## config.mk

```make
export PLATFORM = sky130hd
export DESIGN_NAME = flash_select_seq
export DESIGN_NICKNAME = d
export VERILOG_FILES = /design/src/soc_pkg.sv /design/src/flash_select_seq.sv
export SDC_FILE = /design/constraint.sdc
export NUM_CORES = 1
export LEC_CHECK = 0
export BUFFER_PORTS_ARGS = -buffer_cell sky130_fd_sc_hd__buf_4
export CORE_AREA = 2 2 39 41
export CTS_CLUSTER_DIAMETER = 40
export DETAILED_ROUTE_END_ITERATION = 16
export DIE_AREA = 0 0 41 43
export PLACE_DENSITY = 0.45
export SYNTH_ARGS = -nofsm -noshare
export SYNTH_HDL_FRONTEND = slang
export SYNTH_SLANG_ARGS = --single-unit
```

## constraint.sdc

```tcl
create_clock -name clk48m -period 1.5 [get_ports clk48m]
set_clock_uncertainty 0.15 [all_clocks]
set_input_delay 0.3 -clock clk48m [delete_from_list [all_inputs] [get_ports clk48m]]
set_output_delay 0.3 -clock clk48m [all_outputs]
set_load 0.01 [all_outputs]
```

## src/soc_pkg.sv

```systemverilog
// ------------------------------------------------------------
// soc package: bus types, region codes, misc register indices
// and the magic values shared by the peripheral side
// ------------------------------------------------------------

package soc_pkg;

	// ------------------------------------------------------------
	// bus types
	// ------------------------------------------------------------

	// byte address as presented by the bus master
	typedef logic [31:0] bus_addr_t;
	typedef logic [31:0] bus_data_t;
	// all zero means a read
	typedef logic [3:0]  bus_strb_t;

	// top address nibble
	typedef logic [3:0]  region_t;
	// word index inside the misc region, address bits 6..2
	typedef logic [4:0]  misc_idx_t;

	typedef logic [8:0]  led_t;
	typedef logic [7:0]  btn_t;

	// ------------------------------------------------------------
	// address map
	// ------------------------------------------------------------
	localparam region_t REGION_MISC = 4'h2;
	localparam region_t REGION_RAM  = 4'h4;

	localparam misc_idx_t MISC_REG_LED       = 5'd0;
	localparam misc_idx_t MISC_REG_BTN       = 5'd1;
	localparam misc_idx_t MISC_REG_SOC_VER   = 5'd2;
	localparam misc_idx_t MISC_REG_FLASH_SEL = 5'd13;
	localparam misc_idx_t MISC_REG_GENIO_IN  = 5'd17;
	localparam misc_idx_t MISC_REG_GENIO_OUT = 5'd18;
	localparam misc_idx_t MISC_REG_GENIO_OE  = 5'd19;
	localparam misc_idx_t MISC_REG_GENIO_W2S = 5'd20;
	localparam misc_idx_t MISC_REG_GENIO_W2C = 5'd21;

	// ------------------------------------------------------------
	// magic values
	// ------------------------------------------------------------
	localparam bus_data_t BUS_ERROR_DATA = 32'hDEADBEEF;

	// upper 24 bits of a FLASH_SEL write that request an FPGA reload
	localparam logic [23:0] RELOAD_KEY = 24'hD0F1A5;

	// start value of the flash select delay counter
	localparam logic [2:0] FSEL_DELAY_LOAD = 3'd7;

endpackage

```

## src/flash_select_seq.sv

```systemverilog
// ------------------------------------------------------------
// flash select sequencer: delayed clock pulse for the select
// flip-flop and the FPGA reload at the end of the countdown
// ------------------------------------------------------------

module flash_select_seq
	import soc_pkg::*;
(
	input  logic clk48m,
	input  logic rst,
	input  logic fsel_strobe_i,
	input  logic reload_req_i,
	output logic fsel_c_o,
	output logic programn_o
);

	logic [2:0] delay_q;
	logic       reload_queued_q;
	logic       reload_fired_q;

	always_ff @(posedge clk48m) begin
		if (rst) begin
			delay_q         <= '0;
			reload_queued_q <= 1'b0;
			reload_fired_q  <= 1'b0;
		end else if (fsel_strobe_i) begin
			delay_q         <= FSEL_DELAY_LOAD;
			reload_queued_q <= reload_req_i;
		end else if (delay_q != 3'd0) begin
			delay_q <= delay_q - 3'd1;
			// select d-ff has been clocked by now, safe to reload
			if (delay_q == 3'd1 && reload_queued_q) begin
				reload_fired_q <= 1'b1;
			end
		end
	end

	// three cycle clock pulse in the middle of the countdown
	assign fsel_c_o   = (delay_q == 3'd5) || (delay_q == 3'd4) || (delay_q == 3'd3);
	assign programn_o = ~reload_fired_q;

endmodule

```

# Word level (Yosys, flattened, before mapping)
# Cells that the tools add are included.
# Widths: inputs -> output; s select.
# word_totals
register_bits	5
in_bits	4
out_inout_bits	2
elab_cells	18
# classes
add_sub_neg	1
n_eq_ne	4
mux	2
n_bitwise	2
n_reduce_logical	6
# op_table
cell	count
$eq 3x3->1 const B	2
$mux 3	2
$eq 3x1->1 const B	1
$eq 3x2->1 const B	1
$reduce_and 3->1	1
$reduce_bool 3->1	1
$sub 3x1->3 const B	1
$logic_or 1x1->1	2
$not 1->1	2
$reduce_bool 2->1	1
$logic_and 1x1->1	1

# Logic depth before layout (Yosys ltp)
# logic_depth
word_depth	3
depth_mapped	4
mapped_depth_nobuf	4

# Worst setup path before layout
# Ideal clock, no wire load.
# synth_path
path_type	reg-to-reg
startpoint	register delay_q[0]
endpoint	register reload_fired_q
setup_time_ns	0.073
arrival_ns	1.243
t_required_ns	1.277
slack_ns	0.034
stages_incl_launch_ff	5
n_path_buf	0
period_less_slack_ns	1.466
cell_sequence	dfxtp_1 > inv_1 > ha_1 > or4b_1 > o22ai_2
# synth_between
elab_chain_cells	3
# synth_rtl
item	line	rtl
start, declared	flash_select_seq.sv:17	logic [2:0] delay_q;
start signal, assigned	flash_select_seq.sv:30	delay_q <= delay_q - 3'd1;
$eq 3x1->1	flash_select_seq.sv:32	if (delay_q == 3'd1 && reload_queued_q) begin
$logic_and 1x1->1	flash_select_seq.sv:32	
$reduce_and 3->1 (no source line) (*)	n/a	
end signal, assigned	flash_select_seq.sv:25	reload_fired_q <= 1'b0;
end signal, assigned	flash_select_seq.sv:33	reload_fired_q <= 1'b1;
end, declared	flash_select_seq.sv:19	logic reload_fired_q;
# Mark *: on every way between the ends. The rest lies on a longest branch, timed or not.
# A chain may end at the register's enable or synchronous reset.

# Worst setup path after layout
# layout_path
startpoint	register delay_q[1]
endpoint	output port fsel_c_o
# layout_between
elab_chain_cells	3
# layout_rtl
item	line	rtl
$eq 3x3->1	flash_select_seq.sv:39	assign fsel_c_o = (delay_q == 3'd5) || (delay_q == 3'd4) || (delay_q == 3'd3);
$logic_or 1x1->1	flash_select_seq.sv:39	
$logic_or 1x1->1 (*)	flash_select_seq.sv:39	
end, declared	flash_select_seq.sv:13	output logic fsel_c_o,
# Marks and branches as above.

==> run metrics <==
NumNets Final=50; post-synthesis net count=36; Synth Area in Simple Gates=23.45%; Worst Hold Path Cells=2; # DRC=0; Port Buffers=5; Final WS setup=-0.07953 ns; slew of the pin with the lowest slew margin=0.2906 ns; worst endpoint required time=1.05 ns; Post-Synth XOR/XNOR Area=0%; first-pass GRT wire length=986 um; Synth Area per Inst=10.10 um^2; RSZ-0062 raised after global routing=true; vias=247; DP HPWL=445.3 um; Synth cell types=16; TritonCTS clock tree=done; cts hold-fix bufs=0; CTS buffer count=3; Worst setup EP type=output pin; RD Place Congestion=0.6603; global route total overflow=0; Gate Count Post-Synth=28; Hold Slack=0.1215 ns; Leak Pwr=0.1796 nW; CP Launch Type=flip-flop; routed length per placed instance=11.46 um; I/O pin count=6; core area=1384 um^2; worst skew pair latency=0.24 ns; total power=0.4246 mW; Yosys warning count=0; flops & latches, synth=5; leading cell types in the layout, fill and taps excluded=buf_4 (7), inv_1 (3), clkbuf_4 (3), dfxtp_1 (3); initial DRC count=1; number of setup violations in the final report=1; Mapped Area=282.8 um^2; Arr. time, crit path=1.13 ns; Max FO, Critical Path=3; GRT Overall Usage=9.127%; Tcrit/Tclk final=105.3%; clock sinks=5; Max-cap violations=0; H-Tree Depth=1; Synth Area in Adders=17.70%; kind of critical path=reg -> out; Compound-Gate Fraction of Synth Area=14.16%; final hold vios=0; Site Rows=14; DIE AREA=1763 um^2; router iterations before antenna repair=2; Starting Density=20.43%; largest family of logic cells by synthesized area=simple AND/OR/NAND/NOR gates; Filler Cell Count=156; Area Overhead vs Synth=52.65%; clock buffer depth=2; initial antenna violation count=0; post-layout util=31.19%; Max Fclk=0.6331 GHz; pin count of the biggest net entering global routing=7; PD cells=983.7 nW/um^2; Min-Delay Path Class=in -> reg; Via-to-Cell Ratio=4.333; vias in the first global route=257; CTS root buffer=clkbuf_4; WL final=653 um; most common cell after layout, fill and taps aside=buf_4; Final Critical Period=1.580 ns; Die Height=43 um; CTS clk-pin slew, worst paths=0.04 ns; Place WS=-0.04185 ns; setup TNS=-0.07953 ns; # diodes=0; register area share after synthesis=35.40%; Die W=41 um; layout cell share with drive strength beyond 1=48.78%; Slew Viols, Final=0; R2R depth=5; post-synthesis mux area share=3.982%; Peak supply drop=0.2295 mV; status=complete, but fails checks; violated checks=setup timing; antenna-violating nets left=0; Slew headroom=80.35%
-- layout make-up --
type,instances,area (um^2),area share (%)
timing repair buffer,9,75.07,17.39
inverter,4,17.52,4.058
multi-input combinational,19,190.2,44.06
sequential,5,102.6,23.77
tap,16,20.02,4.638
clock buffer,4,26.28,6.087
-- path summary, 6_finish.rpt --
kind,from,end,slack (ns)
max,delay_q[1]$_SDFFE_PP0P_,fsel_c_o,-0.08
max reg2reg,delay_q[0]$_SDFFE_PP0P_,reload_fired_q$_SDFFE_PP0P_,0.01
min,rst,delay_q[0]$_SDFFE_PP0P_,0.12
min reg2reg,reload_fired_q$_SDFFE_PP0P_,reload_fired_q$_SDFFE_PP0P_,0.34
-- layer usage --
layer  wire (um)  vias up  GRT usage [%]
li1            -      124              -
met4           9        0          10.00
met1         255      113          8.013
met2         361        8          14.06
met3          27        2          3.141
met5           0        -              0
-- stage by stage --
| stage | instance area [um^2] | cells |
|---|---|---|
| 2_1_floorplan | 282.8 | 28 |
| 3_3_place_gp | 355.3 | 51 |
| 3_5_place_dp | 355.3 | 51 |
| 4_1_cts | 410.4 | 57 |
| 5_1_grt | 431.7 | 57 |
| 6_report | 431.7 | 57 |
-- logic make-up (layout without fill, tap and decap cells) --
family	count (synthesis)	after routing
mux	1	1
compound gates	5	5
flops	5	5
fa+ha+maj	4	4
simple gates	9	9
buf+inv	4	17
-- critical path: stages, from the launching register on --
cell and delay, ns:
dfxtp_2 0.32, ha_2 0.17, mux2_4 0.27, buf_6 0.12
-- timing repair --
item | 4_1_cts | 5_1_grt
cloned | 0 | 0
buffers inserted | 2 | 0
endpoints found under the setup margin | 2 | 4
hold endpoints to repair | 0 | 0
pin swaps | 1 | 3
gates resized for setup | 5 | 6
-- flip-flops by register name, summed over array words and instances (netlist names) --
| register | cells |
|---|---|
| delay_q | 3 |
| reload_queued_q | 1 |
| reload_fired_q | 1 |
-- report_power, final --
part	switching (mW)	internal (mW)
sequential	0.00975	0.146
clock	0.0556	0.101
combinational	0.0478	0.0650
-- cells in the mapped netlist --
cell type  number  share of area, %
mux2_2          1               4.0
ha_1            4                18
a211oi_1        1               2.7
a21oi_1         1               1.8
a31oi_1         1               2.2
or3b_1          1               3.1
nand2b_1        2               4.4
nor4b_1         2               6.2
dfxtp_1         5                35
inv_1           4               5.3
nand2_1         1               1.3
nor2b_1         1               2.2
or2b_1          1               2.7
o22ai_2         1               4.4
a311oi_1        1               3.1
or4b_1          1               3.5
Power figures use the tool's default switching activity.
