## config.mk

```make
export PLATFORM = sky130hd
export DESIGN_NAME = bus_decoder
export DESIGN_NICKNAME = d
export VERILOG_FILES = /design/src/soc_pkg.sv /design/src/bus_decoder.sv
export SDC_FILE = /design/constraint.sdc
export NUM_CORES = 1
export LEC_CHECK = 0
export ABC_AREA = 1
export BUFFER_PORTS_ARGS = -buffer_cell sky130_fd_sc_hd__buf_2
export CAP_MARGIN = 20
export CORE_AREA = 2 2 53 55
export DETAILED_ROUTE_END_ITERATION = 8
export DIE_AREA = 0 0 55 57
export PLACE_DENSITY = 0.93
export RECOVER_POWER = 25
export SYNTH_ARGS = -nofsm -noshare
export SYNTH_HDL_FRONTEND = slang
export SYNTH_SLANG_ARGS = --single-unit
```

## constraint.sdc

```tcl
create_clock -name vclk -period 3.2
set_clock_uncertainty 0.15 [all_clocks]
set_input_delay 0.8 -clock vclk [all_inputs]
set_output_delay 0.8 -clock vclk [all_outputs]
set_load 0.01 [all_outputs]
```

## src/soc_pkg.sv

```systemverilog
// ------------------------------------------------------------
// soc package: bus types, region codes, misc register indices
// and the magic values shared by the peripheral side
// ------------------------------------------------------------

package soc_pkg;

	// ------------------------------------------------------------
	// bus types
	// ------------------------------------------------------------

	// byte address as presented by the bus master
	typedef logic [31:0] bus_addr_t;
	typedef logic [31:0] bus_data_t;
	// all zero means a read
	typedef logic [3:0]  bus_strb_t;

	// top address nibble
	typedef logic [3:0]  region_t;
	// word index inside the misc region, address bits 6..2
	typedef logic [4:0]  misc_idx_t;

	typedef logic [8:0]  led_t;
	typedef logic [7:0]  btn_t;

	// ------------------------------------------------------------
	// address map
	// ------------------------------------------------------------
	localparam region_t REGION_MISC = 4'h2;
	localparam region_t REGION_RAM  = 4'h4;

	localparam misc_idx_t MISC_REG_LED       = 5'd0;
	localparam misc_idx_t MISC_REG_BTN       = 5'd1;
	localparam misc_idx_t MISC_REG_SOC_VER   = 5'd2;
	localparam misc_idx_t MISC_REG_FLASH_SEL = 5'd13;
	localparam misc_idx_t MISC_REG_GENIO_IN  = 5'd17;
	localparam misc_idx_t MISC_REG_GENIO_OUT = 5'd18;
	localparam misc_idx_t MISC_REG_GENIO_OE  = 5'd19;
	localparam misc_idx_t MISC_REG_GENIO_W2S = 5'd20;
	localparam misc_idx_t MISC_REG_GENIO_W2C = 5'd21;

	// ------------------------------------------------------------
	// magic values
	// ------------------------------------------------------------
	localparam bus_data_t BUS_ERROR_DATA = 32'hDEADBEEF;

	// upper 24 bits of a FLASH_SEL write that request an FPGA reload
	localparam logic [23:0] RELOAD_KEY = 24'hD0F1A5;

	// start value of the flash select delay counter
	localparam logic [2:0] FSEL_DELAY_LOAD = 3'd7;

endpackage

```

## src/bus_decoder.sv

```systemverilog
// ------------------------------------------------------------
// bus decoder: picks a slave from the top address nibble and
// returns its read data and ready, or a bus error
// ------------------------------------------------------------

module bus_decoder
	import soc_pkg::*;
(
	input  logic      mem_valid_i,
	input  bus_addr_t mem_addr_i,
	input  bus_data_t misc_rdata_i,
	input  bus_data_t ram_rdata_i,
	input  logic      ram_ready_i,

	output logic      misc_sel_o,
	output logic      ram_sel_o,
	output bus_data_t mem_rdata_o,
	output logic      mem_ready_o,
	output logic      bus_error_o
);

	region_t region;

	assign region = mem_addr_i[31:28];

	always_comb begin
		misc_sel_o  = 1'b0;
		ram_sel_o   = 1'b0;
		bus_error_o = 1'b0;
		mem_rdata_o = '0;
		mem_ready_o = 1'b0;

		case (region)
			REGION_MISC: begin
				// register block answers in the same cycle
				misc_sel_o  = mem_valid_i;
				mem_rdata_o = misc_rdata_i;
				mem_ready_o = mem_valid_i;
			end
			REGION_RAM: begin
				ram_sel_o   = mem_valid_i;
				mem_rdata_o = ram_rdata_i;
				// one wait state, ready comes from the ram itself
				mem_ready_o = ram_ready_i;
			end
			default: begin
				// nothing mapped here, finish at once and flag it
				mem_rdata_o = BUS_ERROR_DATA;
				mem_ready_o = mem_valid_i;
				bus_error_o = mem_valid_i;
			end
		endcase
	end

endmodule

```

* Word-level counts from Yosys, hierarchy flattened
Index checks and enable logic that the tools add are counted.
** Operators by class
- Add/sub/neg operators :: 0
- $mul :: 0
- Div/mod/pow operators :: 0
- Order comparisons :: 0
- Equal/unequal tests :: 2
- Shift operators :: 0
- Muxes and demuxes :: 5
- Bitwise gates (word level) :: 0
- Reduce and logical (&&, ||, !) cells :: 1
** Operators by type and width (number)
- 32-bit case mux with 2 select lines :: 1
- 4-bit by 2-bit == test with 1-bit output (second input constant) :: 1
- 4-bit by 3-bit == test with 1-bit output (second input constant) :: 1
- 1-bit 2-to-1 mux :: 4
- 2-bit OR reduction :: 1
** Storage, ports and cells
- Register bits after elaboration :: 0
- Latch bits :: 0
- Bits in writable memories :: 0
- Bits in read-only memories :: 0
- Output and inout bits :: 36
- Word-level logic and storage cells :: 8
- Memories kept :: 0

* Longest topological paths before layout
Gate-level depths: netlist of run 1.
- Depth after elaboration :: 3
- Mapped depth :: 6

* Worst setup path before layout of run 1
No wires, ideal clock.
- Path kind :: input -> output
- Start :: input port mem_addr_i[28]
- End :: output port mem_rdata_o[10]
- Arrival :: 1.475 ns
- Data required time :: 2.250 ns
- Setup slack :: 0.775 ns
- Stages :: 5
- Path buffers :: 2
- Path through :: nor2_2 buf_4 buf_4 nand3_1 nand3_1
** On the way
- Word-level cells in the longest chain between the ends :: 2
- Elaborated cells between the ends (all ways) :: 3
** Ends and longest elaborated chain
- from (decl) :: RTL line bus_decoder.sv:10 : input bus_addr_t mem_addr_i,
- 4-bit by 3-bit == test with 1-bit output or 4-bit by 2-bit == test with 1-bit output (tied branches) :: RTL line bus_decoder.sv:33 : case (region)
- 32-bit case mux with 2 select lines * :: RTL line bus_decoder.sv:33
- to (decl) :: RTL line bus_decoder.sv:17 : output bus_data_t mem_rdata_o,
Mark *: on every way between the ends. The rest lies on a longest branch, timed or not.

* Final worst setup path of run 1
- Start :: input port mem_addr_i[28]
- End :: output port mem_rdata_o[21]
The elaborated chain is that of the path after synthesis.

==> impl_metrics.tcl, run 1 <==
set metrics [dict create \
    ys_top_cells_by_area "nand3_1 56%, nand3_2 14%, buf_4 6.4%" \
    setup_tns_ps 0 \
    grt_first_pass_wirelength_um 3801 \
    syn_nets 224 \
    post_dp_cell_area_um2 1222 \
    drive_above_1_share 0.5430 \
    antenna_found_initial 0 \
    num-fill-cells 292 \
    vias 1249 \
    seq_cells 0 \
    min_from "mem_valid_i" \
    timing.fmax_mhz 342.3 \
    slowest_stage "nor2_1" \
    floorplan.rows 19 \
    overflow 0 \
    start_kind "input pin" \
    status "completed" \
    dp.cells 252 \
    crit_family "simple AND/OR/NAND/NOR gates" \
    drt_first_pass_iters 4 \
    drc_errors 0 \
    die_h_um 57 \
    die-width_um 55 \
    first_iter_violations 24 \
    worst-path-buf-inv 2 \
    grt_use_total 0.1488 \
    cp-endpoint "mem_rdata_o[21]" \
    yosysTopAreaCell "nand3_1" \
    cp_common_cell "buf_2" \
    netlist_area_um2 706.9 \
    regArea_um2 0 \
    slowest_delay_ps 290 \
    final_cell_area_um2 1209 \
    design.core.area_um2 2615 \
    ys_types 14 \
    cts_resized 0 \
    start_util 0.2703 \
    post-cts-setup-buffers 0 \
    leakage_nw 0.5680 \
    grt_max_degree 66 \
    dieArea_um2 3135 \
    worstMarginPinSlew_ps 341.3 \
    nClkBuffers 0 \
    p_per_area_nw_per_um2 107.0 \
    period_share 0.9130 \
    syn_avg_cell_area_um2 5.611 \
    path_class "input pin to output port" \
    clockPowerShare 0 \
    detail-route-antenna-nets 0 \
    setup_violations 0 \
    peakVddDrop_v 0.00004709 \
    final_hold_viol_count 0 \
    p_seq_frac 0 \
    ys_seq_area_frac 0 \
    netlist.area_leader.share 0.5593 \
    swShare 0.5394 \
    io_buffers 106 \
    antenna_cells 0 \
    cp-end-kind "output port" \
    power_switching_uw 69.76 \
    nets 321 \
    layoutNonFillerInstCount 252 \
    synth_most_common_cell "nand3_1" \
    vias_per_cell 4.956 \
    crit_start "mem_addr_i[28]" \
    postCtsHoldBufs 0 \
    hp-class "input pin to output port" \
    routed_wl_um 2718 \
    routedWlPerCell_um 10.79 \
    period_minus_slack_ps 2922 \
    slew_viol_final 0 \
    critPathRequiredTime_ps 2250 \
    pin_count 134 \
    internal_power_uw 59.57 \
    path_cells "buf_2, nor2_1, nand2_1, nand2_4, nand3_1, buf_2" \
    crit_fanout 25 \
    arrival_ps 1970 \
    grt_pass1_vias 1009 \
    globalplace.congestion 0.7147 \
    slew_headroom 0.7716 \
    ys_top_cells_by_count "79 x nand3_1, 11 x nand2_1, 10 x nand3_2" \
    yosysWarnings 0 \
    hpwl_um 2076 \
    p_comb_frac 1.000 \
    path_depth 6 \
    area_growth_syn_to_layout_pct 70.97 \
    cap_viol_max_count 0 \
    rsz0062_at_grt "false" \
    synthesis.instances 126 \
]
-- worst min path at each step --
stage,end,slack (ps),depth (start not counted)
after global routing,mem_rdata_o[14],1770,4
after CTS,mem_ready_o,1750,4
after floorplan,mem_ready_o,1570,2
final,mem_ready_o,1750,4
after global placement,mem_ready_o,1740,4
after detailed placement,mem_ready_o,1750,4
-- cell usage in the layout (no fill, tap or decap) --
cell and n:
buf_12 1, buf_2 101, buf_4 3, clkbuf_1 5
inv_1 2, inv_2 1, nand2_1 11, nand2_2 1
nand2_4 1, nand3_1 79, nand3_2 10, nor2_1 4
nor2_4 2
-- layer usage --
layer	track usage	wire length [um]
met2	0.3180	1331
met4	0.01394	16
met1	0.1538	1074
met5	0	0
met3	0.002618	296
-- cells by family after synthesis --
kind of cell	Yosys count	share of synthesized area
simple gates	108	0.8407
buf+inv	18	0.1593
-- through the flow --
| step | setup slack (ps) | utilization | hold WS (ps) | power, mW |
|---|---|---|---|---|
| after floorplan | 775.0 | - | 1569 | 0.06654 |
| after global placement | 299.4 | 0.4675 | 1742 | 0.1303 |
| after detailed placement | 274.0 | 0.4675 | 1749 | 0.1324 |
| after CTS | 277.6 | 0.4675 | 1749 | 0.1326 |
| after global routing | 170.4 | 0.4622 | 1767 | 0.1445 |
| final | 278.4 | 0.4622 | 1746 | 0.1293 |
-- final cells by class --
type | count | area (um2) | area share
Inverter | 3 | 11.26 | 0.009317
Tap cell | 31 | 38.79 | 0.03209
Multi-Input combinational cell | 108 | 591.8 | 0.4896
Timing Repair Buffer | 110 | 566.8 | 0.4689
-- power by group through the flow --
| stage | Sequential, mW | Combinational (mW) | Clock (mW) |
|---|---|---|---|
| floorplan | 0 | 0.0665 | 0 |
| global placement | 0 | 0.130 | 0 |
| detailed placement | 0 | 0.132 | 0 |
| CTS | 0 | 0.133 | 0 |
| global route | 0 | 0.144 | 0 |
| finish | 0 | 0.129 | 0 |
Power figures use the tool's default switching activity.
==> inputs of run 2 (changes only) <==
--- a/config.mk
+++ b/config.mk
@@ -13,6 +13,7 @@
 export DIE_AREA = 0 0 55 57
 export PLACE_DENSITY = 0.93
 export RECOVER_POWER = 25
+export REMOVE_ABC_BUFFERS = 1
 export SYNTH_ARGS = -nofsm -noshare
 export SYNTH_HDL_FRONTEND = slang
 export SYNTH_SLANG_ARGS = --single-unit
==> impl_metrics.tcl, run 2 (same netlist as run 1, synthesis figures left out) <==
set metrics [dict create \
    timing.fmax_mhz 344.3 \
    overflow 0 \
    design.core.area_um2 2615 \
    drive_above_1_share 0.5446 \
    p_per_area_nw_per_um2 107.5 \
    peakVddDrop_v 0.00007499 \
    cp_common_cell "clkbuf_1" \
    postCtsHoldBufs 0 \
    area_growth_syn_to_layout_pct 72.39 \
    slowest_stage "clkbuf_1" \
    grt_pass1_vias 1037 \
    path_class "input pin to output port" \
    worstMarginPinSlew_ps 522.7 \
    drt_first_pass_iters 4 \
    layoutNonFillerInstCount 255 \
    multiInputGateArea_um2 599.3 \
    worst-path-buf-inv 3 \
    io_buffers 106 \
    dp.cells 255 \
    slew_headroom 0.6515 \
    power_uw 131.0 \
    grt_first_pass_wirelength_um 4153 \
    floorplan.rows 19 \
    cts_resized 0 \
    first_iter_violations 33 \
    status "completed" \
    start_util 0.2703 \
    globalplace.congestion 0.6386 \
    rsz0062_at_grt "false" \
    hp-class "input pin to output port" \
    seq_cells 0 \
    antenna_cells 0 \
    num-fill-cells 297 \
    drc_errors 0 \
    final_cell_area_um2 1219 \
    start_kind "input pin" \
    slowest_delay_ps 450 \
    crit_family "buffers and inverters" \
    final_hold_viol_count 0 \
    cap_viol_max_count 0 \
    die-width_um 55 \
    dieArea_um2 3135 \
    period_share 0.9077 \
    routed_wl_um 2834 \
    arrival_ps 1950 \
    cp-end-kind "output port" \
    regArea_um2 0 \
    vias_per_cell 4.929 \
    post-cts-setup-buffers 0 \
    layout_commonest_cell "buf_2" \
    crit_fanout 14 \
    critPathRequiredTime_ps 2250 \
    antenna_found_initial 0 \
    nClkBuffers 0 \
    nets 324 \
    period_minus_slack_ps 2905 \
    grt_use_total 0.1633 \
    pin_count 134 \
    slew_viol_final 0 \
    vias 1257 \
    leakage_nw 0.5726 \
    die_h_um 57 \
    grt_max_degree 35 \
    setup_violations 0 \
    setup_tns_ps 0 \
    routedWlPerCell_um 11.11 \
    final_cell_mix "101 x buf_2, 79 x nand3_1, 11 x nand2_1, 10 x nand3_2, 7 x clkbuf_1" \
    hpwl_um 2289 \
    detail-route-antenna-nets 0 \
    post_dp_cell_area_um2 1232 \
    path_cells "buf_2, nor2_4, clkbuf_1, nand3_1, nand2_1, clkbuf_1" \
]
-- run 2: changes by cell type in the layout (fill, tap and decap cells not counted) --
cell,before,now
nor2_1,4,3
nor2_4,2,3
buf_12,1,0
clkbuf_1,5,7
buf_4,3,5
-- run 2: through the flow --
step	setup WS, ps	util	hold slack (ps)
final	295.3	0.4660	1754
after detailed placement	332.8	0.4713	1757
after global placement	325.8	0.4713	1745
after global routing	169.3	0.4660	1767
after floorplan	-599.4	-	1569
after CTS	334.9	0.4713	1757
-- run 2: power by group --
part / internal, mW / switching, mW
clock network: 0 / 0
registers: 0 / 0
logic: 0.0596 / 0.0714
-- run 2: routing by layer --
metal  vias to the layer above  share of wire  GRT usage
met1                       549           0.38     0.1939
met3                         2          0.085    0.01571
met4                         0         0.0035    0.01742
met5                         -              0          0
li1                        647              -          -
met2                        59           0.53     0.3129
-- run 2: worst paths after layout --
path | slack (ps) | cells after the start | end | from
worst max-delay path | 300 | 6 | mem_rdata_o[8] | mem_addr_i[28]
worst min-delay path | 1750 | 4 | mem_rdata_o[24] | ram_rdata_i[24]
-- run 2: cell type report --
cell class	instances	area share
tap	31	0.03183
multi-input combinational	108	0.4918
timing repair buffer	113	0.4671
inverter	3	0.009240
