===== config.mk =====
export PLATFORM = sky130hd
export DESIGN_NAME = misc_regs
export DESIGN_NICKNAME = d
export VERILOG_FILES = /design/src/soc_pkg.sv /design/src/misc_regs.sv
export SDC_FILE = /design/constraint.sdc
export NUM_CORES = 1
export LEC_CHECK = 0
export BUFFER_PORTS_ARGS = -buffer_cell sky130_fd_sc_hd__buf_2
export CORE_ASPECT_RATIO = 1.5
export CORE_MARGIN = 5
export CORE_UTILIZATION = 25
export CTS_BUF_LIST = sky130_fd_sc_hd__clkbuf_2
export DETAILED_ROUTE_END_ITERATION = 10
export GPL_TIMING_DRIVEN = 0
export HOLD_SLACK_MARGIN = 0.06
export PLACE_DENSITY = 0.55
export SETUP_SLACK_MARGIN = 0.1
export SYNTH_ARGS = -nofsm -noshare
export SYNTH_HDL_FRONTEND = slang
export SYNTH_SLANG_ARGS = --single-unit

===== constraint.sdc =====
create_clock -name clk48m -period 2.2 [get_ports clk48m]
set_clock_uncertainty 0.15 [all_clocks]
set_input_delay 0.44 -clock clk48m [delete_from_list [all_inputs] [get_ports clk48m]]
set_output_delay 0.44 -clock clk48m [all_outputs]
set_load 0.1 [all_outputs]

===== src/soc_pkg.sv =====
// ------------------------------------------------------------
// soc package: bus types, region codes, misc register indices
// and the magic values shared by the peripheral side
// ------------------------------------------------------------

package soc_pkg;

	// ------------------------------------------------------------
	// bus types
	// ------------------------------------------------------------

	// byte address as presented by the bus master
	typedef logic [31:0] bus_addr_t;
	typedef logic [31:0] bus_data_t;
	// all zero means a read
	typedef logic [3:0]  bus_strb_t;

	// top address nibble
	typedef logic [3:0]  region_t;
	// word index inside the misc region, address bits 6..2
	typedef logic [4:0]  misc_idx_t;

	typedef logic [8:0]  led_t;
	typedef logic [7:0]  btn_t;

	// ------------------------------------------------------------
	// address map
	// ------------------------------------------------------------
	localparam region_t REGION_MISC = 4'h2;
	localparam region_t REGION_RAM  = 4'h4;

	localparam misc_idx_t MISC_REG_LED       = 5'd0;
	localparam misc_idx_t MISC_REG_BTN       = 5'd1;
	localparam misc_idx_t MISC_REG_SOC_VER   = 5'd2;
	localparam misc_idx_t MISC_REG_FLASH_SEL = 5'd13;
	localparam misc_idx_t MISC_REG_GENIO_IN  = 5'd17;
	localparam misc_idx_t MISC_REG_GENIO_OUT = 5'd18;
	localparam misc_idx_t MISC_REG_GENIO_OE  = 5'd19;
	localparam misc_idx_t MISC_REG_GENIO_W2S = 5'd20;
	localparam misc_idx_t MISC_REG_GENIO_W2C = 5'd21;

	// ------------------------------------------------------------
	// magic values
	// ------------------------------------------------------------
	localparam bus_data_t BUS_ERROR_DATA = 32'hDEADBEEF;

	// upper 24 bits of a FLASH_SEL write that request an FPGA reload
	localparam logic [23:0] RELOAD_KEY = 24'hD0F1A5;

	// start value of the flash select delay counter
	localparam logic [2:0] FSEL_DELAY_LOAD = 3'd7;

endpackage


===== src/misc_regs.sv =====
// ------------------------------------------------------------
// misc register block: LEDs, buttons, version and trace,
// general I/O bank and the flash select register
// ------------------------------------------------------------

module misc_regs
	import soc_pkg::*;
#(
	parameter int        GENIO_WIDTH = 30,
	parameter bus_data_t SOC_VERSION = '0
) (
	input  logic                   clk48m,
	input  logic                   rst,

	input  logic                   misc_sel_i,
	input  bus_addr_t              mem_addr_i,
	input  bus_data_t              mem_wdata_i,
	input  bus_strb_t              mem_wstrb_i,

	input  btn_t                   btn_i,
	input  logic [GENIO_WIDTH-1:0] genio_in_i,

	output bus_data_t              misc_rdata_o,
	output led_t                   led_o,
	output logic [GENIO_WIDTH-1:0] genio_out_o,
	output logic [GENIO_WIDTH-1:0] genio_oe_o,
	output logic                   fsel_d_o,
	output logic                   trace_en_o,
	output logic                   fsel_strobe_o,
	output logic                   reload_req_o
);

	misc_idx_t              idx;
	logic                   wr_en;
	logic [15:0]            led_q;
	logic [GENIO_WIDTH-1:0] genio_out_q;
	logic [GENIO_WIDTH-1:0] genio_oe_q;
	logic [GENIO_WIDTH-1:0] genio_wdata;
	logic                   trace_en_q;
	logic                   fsel_d_q;
	logic                   fsel_strobe_q;
	logic                   reload_req_q;

	assign idx         = mem_addr_i[6:2];
	// only the low byte lane counts as a register write
	assign wr_en       = misc_sel_i & mem_wstrb_i[0];
	assign genio_wdata = mem_wdata_i[GENIO_WIDTH-1:0];

	// ------------------------------------------------------------
	// register writes
	// ------------------------------------------------------------
	always_ff @(posedge clk48m) begin
		if (rst) begin
			led_q         <= '0;
			genio_out_q   <= '0;
			genio_oe_q    <= '0;
			trace_en_q    <= 1'b0;
			fsel_d_q      <= 1'b0;
			fsel_strobe_q <= 1'b0;
			reload_req_q  <= 1'b0;
		end else begin
			// strobe and reload request are single cycle pulses
			fsel_strobe_q <= 1'b0;
			reload_req_q  <= 1'b0;
			if (wr_en) begin
				case (idx)
					MISC_REG_LED:       led_q <= mem_wdata_i[15:0];
					MISC_REG_SOC_VER:   trace_en_q <= mem_wdata_i[0];
					MISC_REG_GENIO_OUT: genio_out_q <= genio_wdata;
					MISC_REG_GENIO_OE:  genio_oe_q <= genio_wdata;
					MISC_REG_GENIO_W2S: genio_out_q <= genio_out_q | genio_wdata;
					MISC_REG_GENIO_W2C: genio_out_q <= genio_out_q & ~genio_wdata;
					MISC_REG_FLASH_SEL: begin
						fsel_d_q      <= mem_wdata_i[0];
						fsel_strobe_q <= 1'b1;
						// reload only with the key in the upper bits
						reload_req_q  <= (mem_wdata_i[31:8] == RELOAD_KEY);
					end
					default: ;
				endcase
			end
		end
	end

	// ------------------------------------------------------------
	// read mux
	// ------------------------------------------------------------
	always_comb begin
		misc_rdata_o = '0;
		case (idx)
			MISC_REG_LED:       misc_rdata_o = {16'h0, led_q};
			// buttons are active low on the board
			MISC_REG_BTN:       misc_rdata_o = {24'h0, ~btn_i};
			MISC_REG_SOC_VER:   misc_rdata_o = SOC_VERSION;
			MISC_REG_FLASH_SEL: misc_rdata_o = {31'h0, fsel_d_q};
			MISC_REG_GENIO_IN:  misc_rdata_o[GENIO_WIDTH-1:0] = genio_in_i;
			MISC_REG_GENIO_OUT: misc_rdata_o[GENIO_WIDTH-1:0] = genio_out_q;
			MISC_REG_GENIO_OE:  misc_rdata_o[GENIO_WIDTH-1:0] = genio_oe_q;
			default:            misc_rdata_o = '0;
		endcase
	end

	// led pins skip bits 7..6 of the register
	assign led_o         = {led_q[10:8], led_q[5:0]};
	assign genio_out_o   = genio_out_q;
	assign genio_oe_o    = genio_oe_q;
	assign fsel_d_o      = fsel_d_q;
	assign trace_en_o    = trace_en_q;
	assign fsel_strobe_o = fsel_strobe_q;
	assign reload_req_o  = reload_req_q;

endmodule


# [After elaboration in Yosys (flattened, before gate mapping)]
# Index checks and enable logic that the tools add are counted.
[op_classes] eq_ne=9 n_bitwise=7 n_reduce_logical=9 n_mul=0 order_cmp=0 n_shift=0 div=0 addsub=0 muxes=3
[ops] cell="$pmux 30 s6" n=1
[ops] cell="$pmux 30 s3" n=1
[ops] cell="$and 30x30->30" n=1
[ops] cell="$not 30->30" n=1
[ops] cell="$or 30x30->30" n=1
[ops] cell="$eq 5x5->1 const B" n=5
[ops] cell="$eq 24x24->1 const B" n=1
[ops] cell="$reduce_and 2->1" n=5
[ops] cell="$not 8->8" n=1
[ops] cell="$eq 5x1->1 const B" n=1
[ops] cell="$eq 5x2->1 const B" n=1
[ops] cell="$eq 5x4->1 const B" n=1
[ops] cell="$logic_not 5->1" n=1
[ops] cell="$reduce_bool 3->1" n=1
[ops] cell="$reduce_or 3->1" n=1
[ops] cell="$not 1->1" n=2
[ops] cell="$reduce_or 2->1" n=1
[ops] cell="$and 1x1->1" n=1
[ops] cell="$mux 1" n=1
[totals] output_inout_bits=105 n_memories=0 inputBits=109 ram_bits=0 wordCells=35 romBits=0 latch_bits=0 ff_bits=80

# [Logic depth before layout (Yosys ltp)]
[depth] ltp_word=3 ltp_mapped=8 depth_no_buf=4

# [Least setup slack after synthesis]
# Ideal clock, no wire load.
[synth_timing] kind="input to output" startpoint="input mem_addr_i[4]" endpoint="output misc_rdata_o[12]" n_path_buf=3 required_time_ns=1.610 path_stages=7 arrival_ns=2.459 slack_ns=-0.849 cell_sequence="buf_6 -> or3_1 -> buf_6 -> nor3_1 -> buf_2 -> a22oi_1 -> nand2_1"
[synth_between] elab_chain_len=2 word_cells_on_any_way=7 classes_between="5 x eq/ne; 1 x mux; 1 x reduce/logical"
[synth_rtl] item="start, declared" line_no="misc_regs.sv:16" source="input bus_addr_t mem_addr_i,"
[synth_rtl] item="$eq 5x5->1 (tied with other cells)" line_no="misc_regs.sv:90" source="case (idx)"
[synth_rtl] item="$pmux 30 s6 *" line_no="misc_regs.sv:90"
[synth_rtl] item="end, declared" line_no="misc_regs.sv:23" source="output bus_data_t misc_rdata_o,"
# Mark *: on every way between the ends. The rest lies on a longest branch, timed or not.

# [Worst setup path after layout]
[layout_timing] startpoint="input mem_addr_i[4]" endpoint="output misc_rdata_o[0]"
# Same word-level chain as after synthesis.

==> flow_metrics.py <==
metrics = {
    "setup_path": {
        "arrival_ps": 1840,
        "crit_path_max_fanout": 5,
        "worst_ep_required_time_ps": 1610,
        "timing.setup.critical_path_class": "input port to primary output",
        "end_kind": "primary output",
        "worstSetupStartpointType": "input port",
    },
    "floorplan": {
        "design.core.area_um2": 15100,
        "floorplan.initialDensity_pct": 25.4,
        "floorplan.die_area_um2": 17900,
        "floorplan.io_pins": 214,
        "num_rows": 55,
        "fp.dieW_um": 111,
        "die-height_um": 161,
    },
    "cells_and_area": {
        "final_net_count": 850,
        "regArea_um2": 1610,
        "filler_cell_count": 1486,
        "post_route_cells_drive_above_1_share_pct": 41.6,
        "layout.cells.most_common": "sky130_fd_sc_hd__buf_2",
        "multi_input_comb_area_um2": 2280,
        "layoutNonFillerInstCount": 946,
        "layout.cells.most_common_list": "sky130_fd_sc_hd__buf_2, sky130_fd_sc_hd__nand2_1, sky130_fd_sc_hd__dfxtp_1",
        "layout.core_utilization_pct": 45.0,
        "area_delta_synth_final_pct": 77.6,
    },
    "drt": {
        "vias_per_cell": 4.81,
        "via_count": 4550,
        "drt_pre_antenna_iters": 5,
        "drt_iter0_markers": 254,
        "final_antenna_net_count": 0,
        "drc": 0,
        "wire_per_inst_um": 18.8,
        "totalWireLength_mm": 17.8,
    },
    "synthesis": {
        "distinct_cell_type_count_of_the_synthesized_netlist": 35,
        "avgSynthCellArea_um2": 7.66,
        "synth_area_leader_cell": "sky130_fd_sc_hd__dfxtp_1",
        "synth-main-ff-cell": "sky130_fd_sc_hd__dfxtp_1",
        "postSynth.asyncResetShare_pct": 0,
        "yosys_warnings": 0,
        "yosys_register_bits": 80,
        "number_of_synthesized_flops_with_an_enable_pin": 0,
        "synth_top_area_share_pct": 41.9,
        "syn-cell-area_um2": 3820,
        "seq_area_frac_synth_pct": 41.9,
        "post_synth_inst_count": 499,
        "synth.top_cells.by_area": "sky130_fd_sc_hd__dfxtp_1, sky130_fd_sc_hd__nand2_1, sky130_fd_sc_hd__a21oi_1",
    },
    "sta": {
        "period_needed_ps": 2430,
        "timing.final.ws_setup_ps": -226,
        "finalHoldViolations": 0,
        "tightest_slew_ps": 662,
        "period_share_pct": 110,
        "max_clk_rate_mhz": 412,
        "rsz0062_at_grt": "true",
        "timing.slew.headroom_pct": 55.9,
        "setup_viol": 30,
        "max_transition_viols_final": 0,
    },
    "clock_tree": {
        "cts_inserted_buffers": 9,
        "clk_pin_slew_worst_paths_ps": 190,
        "tritoncts": "yes",
        "cts_sinks": 80,
        "clock_tree.htree_level_count": 3,
        "clock-root-buffer": "sky130_fd_sc_hd__clkbuf_2",
        "ctsLongestPathBuffers": 2,
        "clk-insertion-delay-late_ps": 530,
    },
    "job": {
        "max_cap_violations": 0,
    },
    "placement": {
        "port_buffers": 178,
        "place_inst": 877,
        "routabilityCongestion": 0.784,
        "dp.final_hpwl_mm": 12.0,
    },
    "grt": {
        "grt_remaining_overflow": 0,
        "grt_antenna_before_repair": 1,
        "grt_pass1_wl_mm": 26.5,
        "grt_pass1_vias": 4633,
        "grt_max_degree": 14,
        "gr-usage-all-layers_pct": 19.1,
    },
    "outcome": {
        "outcome": "finished, violations left",
        "failed_checks": "setup timing",
    },
    "pwr": {
        "leakagePower_nw": 2.95,
        "max-vdd-ir-drop_v": 0.000278,
        "p_per_area_nw_per_um2": 423,
    },
    "min_path": {
        "hold_path_class": "input port to register",
    },
}
Yosys cell counts (all sizes together) (3+ instances only):
master	count
nand2	107
dfxtp	80
a21oi	60
nor2	51
clkbuf	34
o21ai	31
a22oi	25
mux2i	18
buf	17
a222oi	14
inv	14
nor3	10
a221oi	7
and2	3
nand3	3
nor3b	3
routing by layer:
layer  track usage, %  part of all wire, %  up-vias
li1                 -                    -     2214
met1             20.8                   38     2149
met2             35.6                   54      157
met3             4.16                  5.9       30
met4             7.39                  2.6        0
met5                0                    0        -
layout make-up:
cell class                 instances  area share (%)
antenna                            1          0.0369
clock inverter                     7            1.27
multi-input combinational        355            33.7
buffer                            51            7.24
timing repair buffer             230            29.0
inverter                          14           0.774
clock buffer                       9           0.663
sequential                        80            23.6
tap                              199            3.67
final timing paths:
| check | startpoint | endpoint | slack, ps | cells past startpoint |
|---|---|---|---|---|
| hold / removal | mem_addr_i[6] | fsel_strobe_o$_SDFF_PP0_ | 120 | 3 |
| hold reg to reg | genio_oe_o[24]$_SDFFE_PP0P_ | genio_oe_o[24]$_SDFFE_PP0P_ | 340 | 2 |
| setup reg to reg | genio_out_o[13]$_SDFFE_PP0P_ | genio_out_o[13]$_SDFFE_PP0P_ | 1280 | 2 |
| setup / recovery | mem_addr_i[4] | misc_rdata_o[0] | -230 | 9 |
through the flow:
step / hold slack (ps) / total power, W / TNS, ps / area [um2] / setup slack [ps]
finish: 123 / 0.00287 / -4990 / 6790 / -226
global route: 60.8 / 0.00300 / -6340 / 6790 / -270
CTS: 85.4 / 0.00289 / -4820 / 6650 / -227
detailed placement: 316 / 0.00188 / -27690 / 5260 / -977
global placement: 310 / 0.00188 / -28760 / 5260 / -985
floorplan: 314 / 0.00172 / -8040 / 4120 / -323
power breakdown:
| part | internal, W | switching (W) |
|---|---|---|
| clock | 0.000366 | 0.000515 |
| combinational | 0.000206 | 0.000315 |
| sequential | 0.00146 | 0.00000683 |
critical path: stages:
cell and delay (ps):
sky130_fd_sc_hd__buf_12 110, sky130_fd_sc_hd__or3_4 370, sky130_fd_sc_hd__buf_6 130, sky130_fd_sc_hd__nor3_4 130, sky130_fd_sc_hd__buf_6 170, sky130_fd_sc_hd__buf_12 140, sky130_fd_sc_hd__a22oi_2 70, sky130_fd_sc_hd__nand3_4 90
sky130_fd_sc_hd__buf_12 170
cell families after synthesis:
logic type,synth area share [%]
other,0.0981
xor gates and xnor gates,0.229
DFF,41.9
and+or+nand+nor,22.3
buffers and inverters,8.51
AOI/OAI and AO/OA,22.3
muxes,4.71
repair_timing:
action	4_1_cts	5_1_grt
hold buffers	30	0
endpoints found under the hold margin	78	0
gates cloned	5	1
pin swaps	32	7
setup endpoints to repair	39	41
buffers inserted	11	5
resized for setup	184	22
flip-flops by register name, summed over array words and instances, names as in the netlist:
register / count
genio_out_o: 30
led_q: 16
reload_req_o: 1
fsel_strobe_o: 1
genio_oe_o: 30
fsel_d_o: 1
trace_en_o: 1
Power figures use the tool's default switching activity.
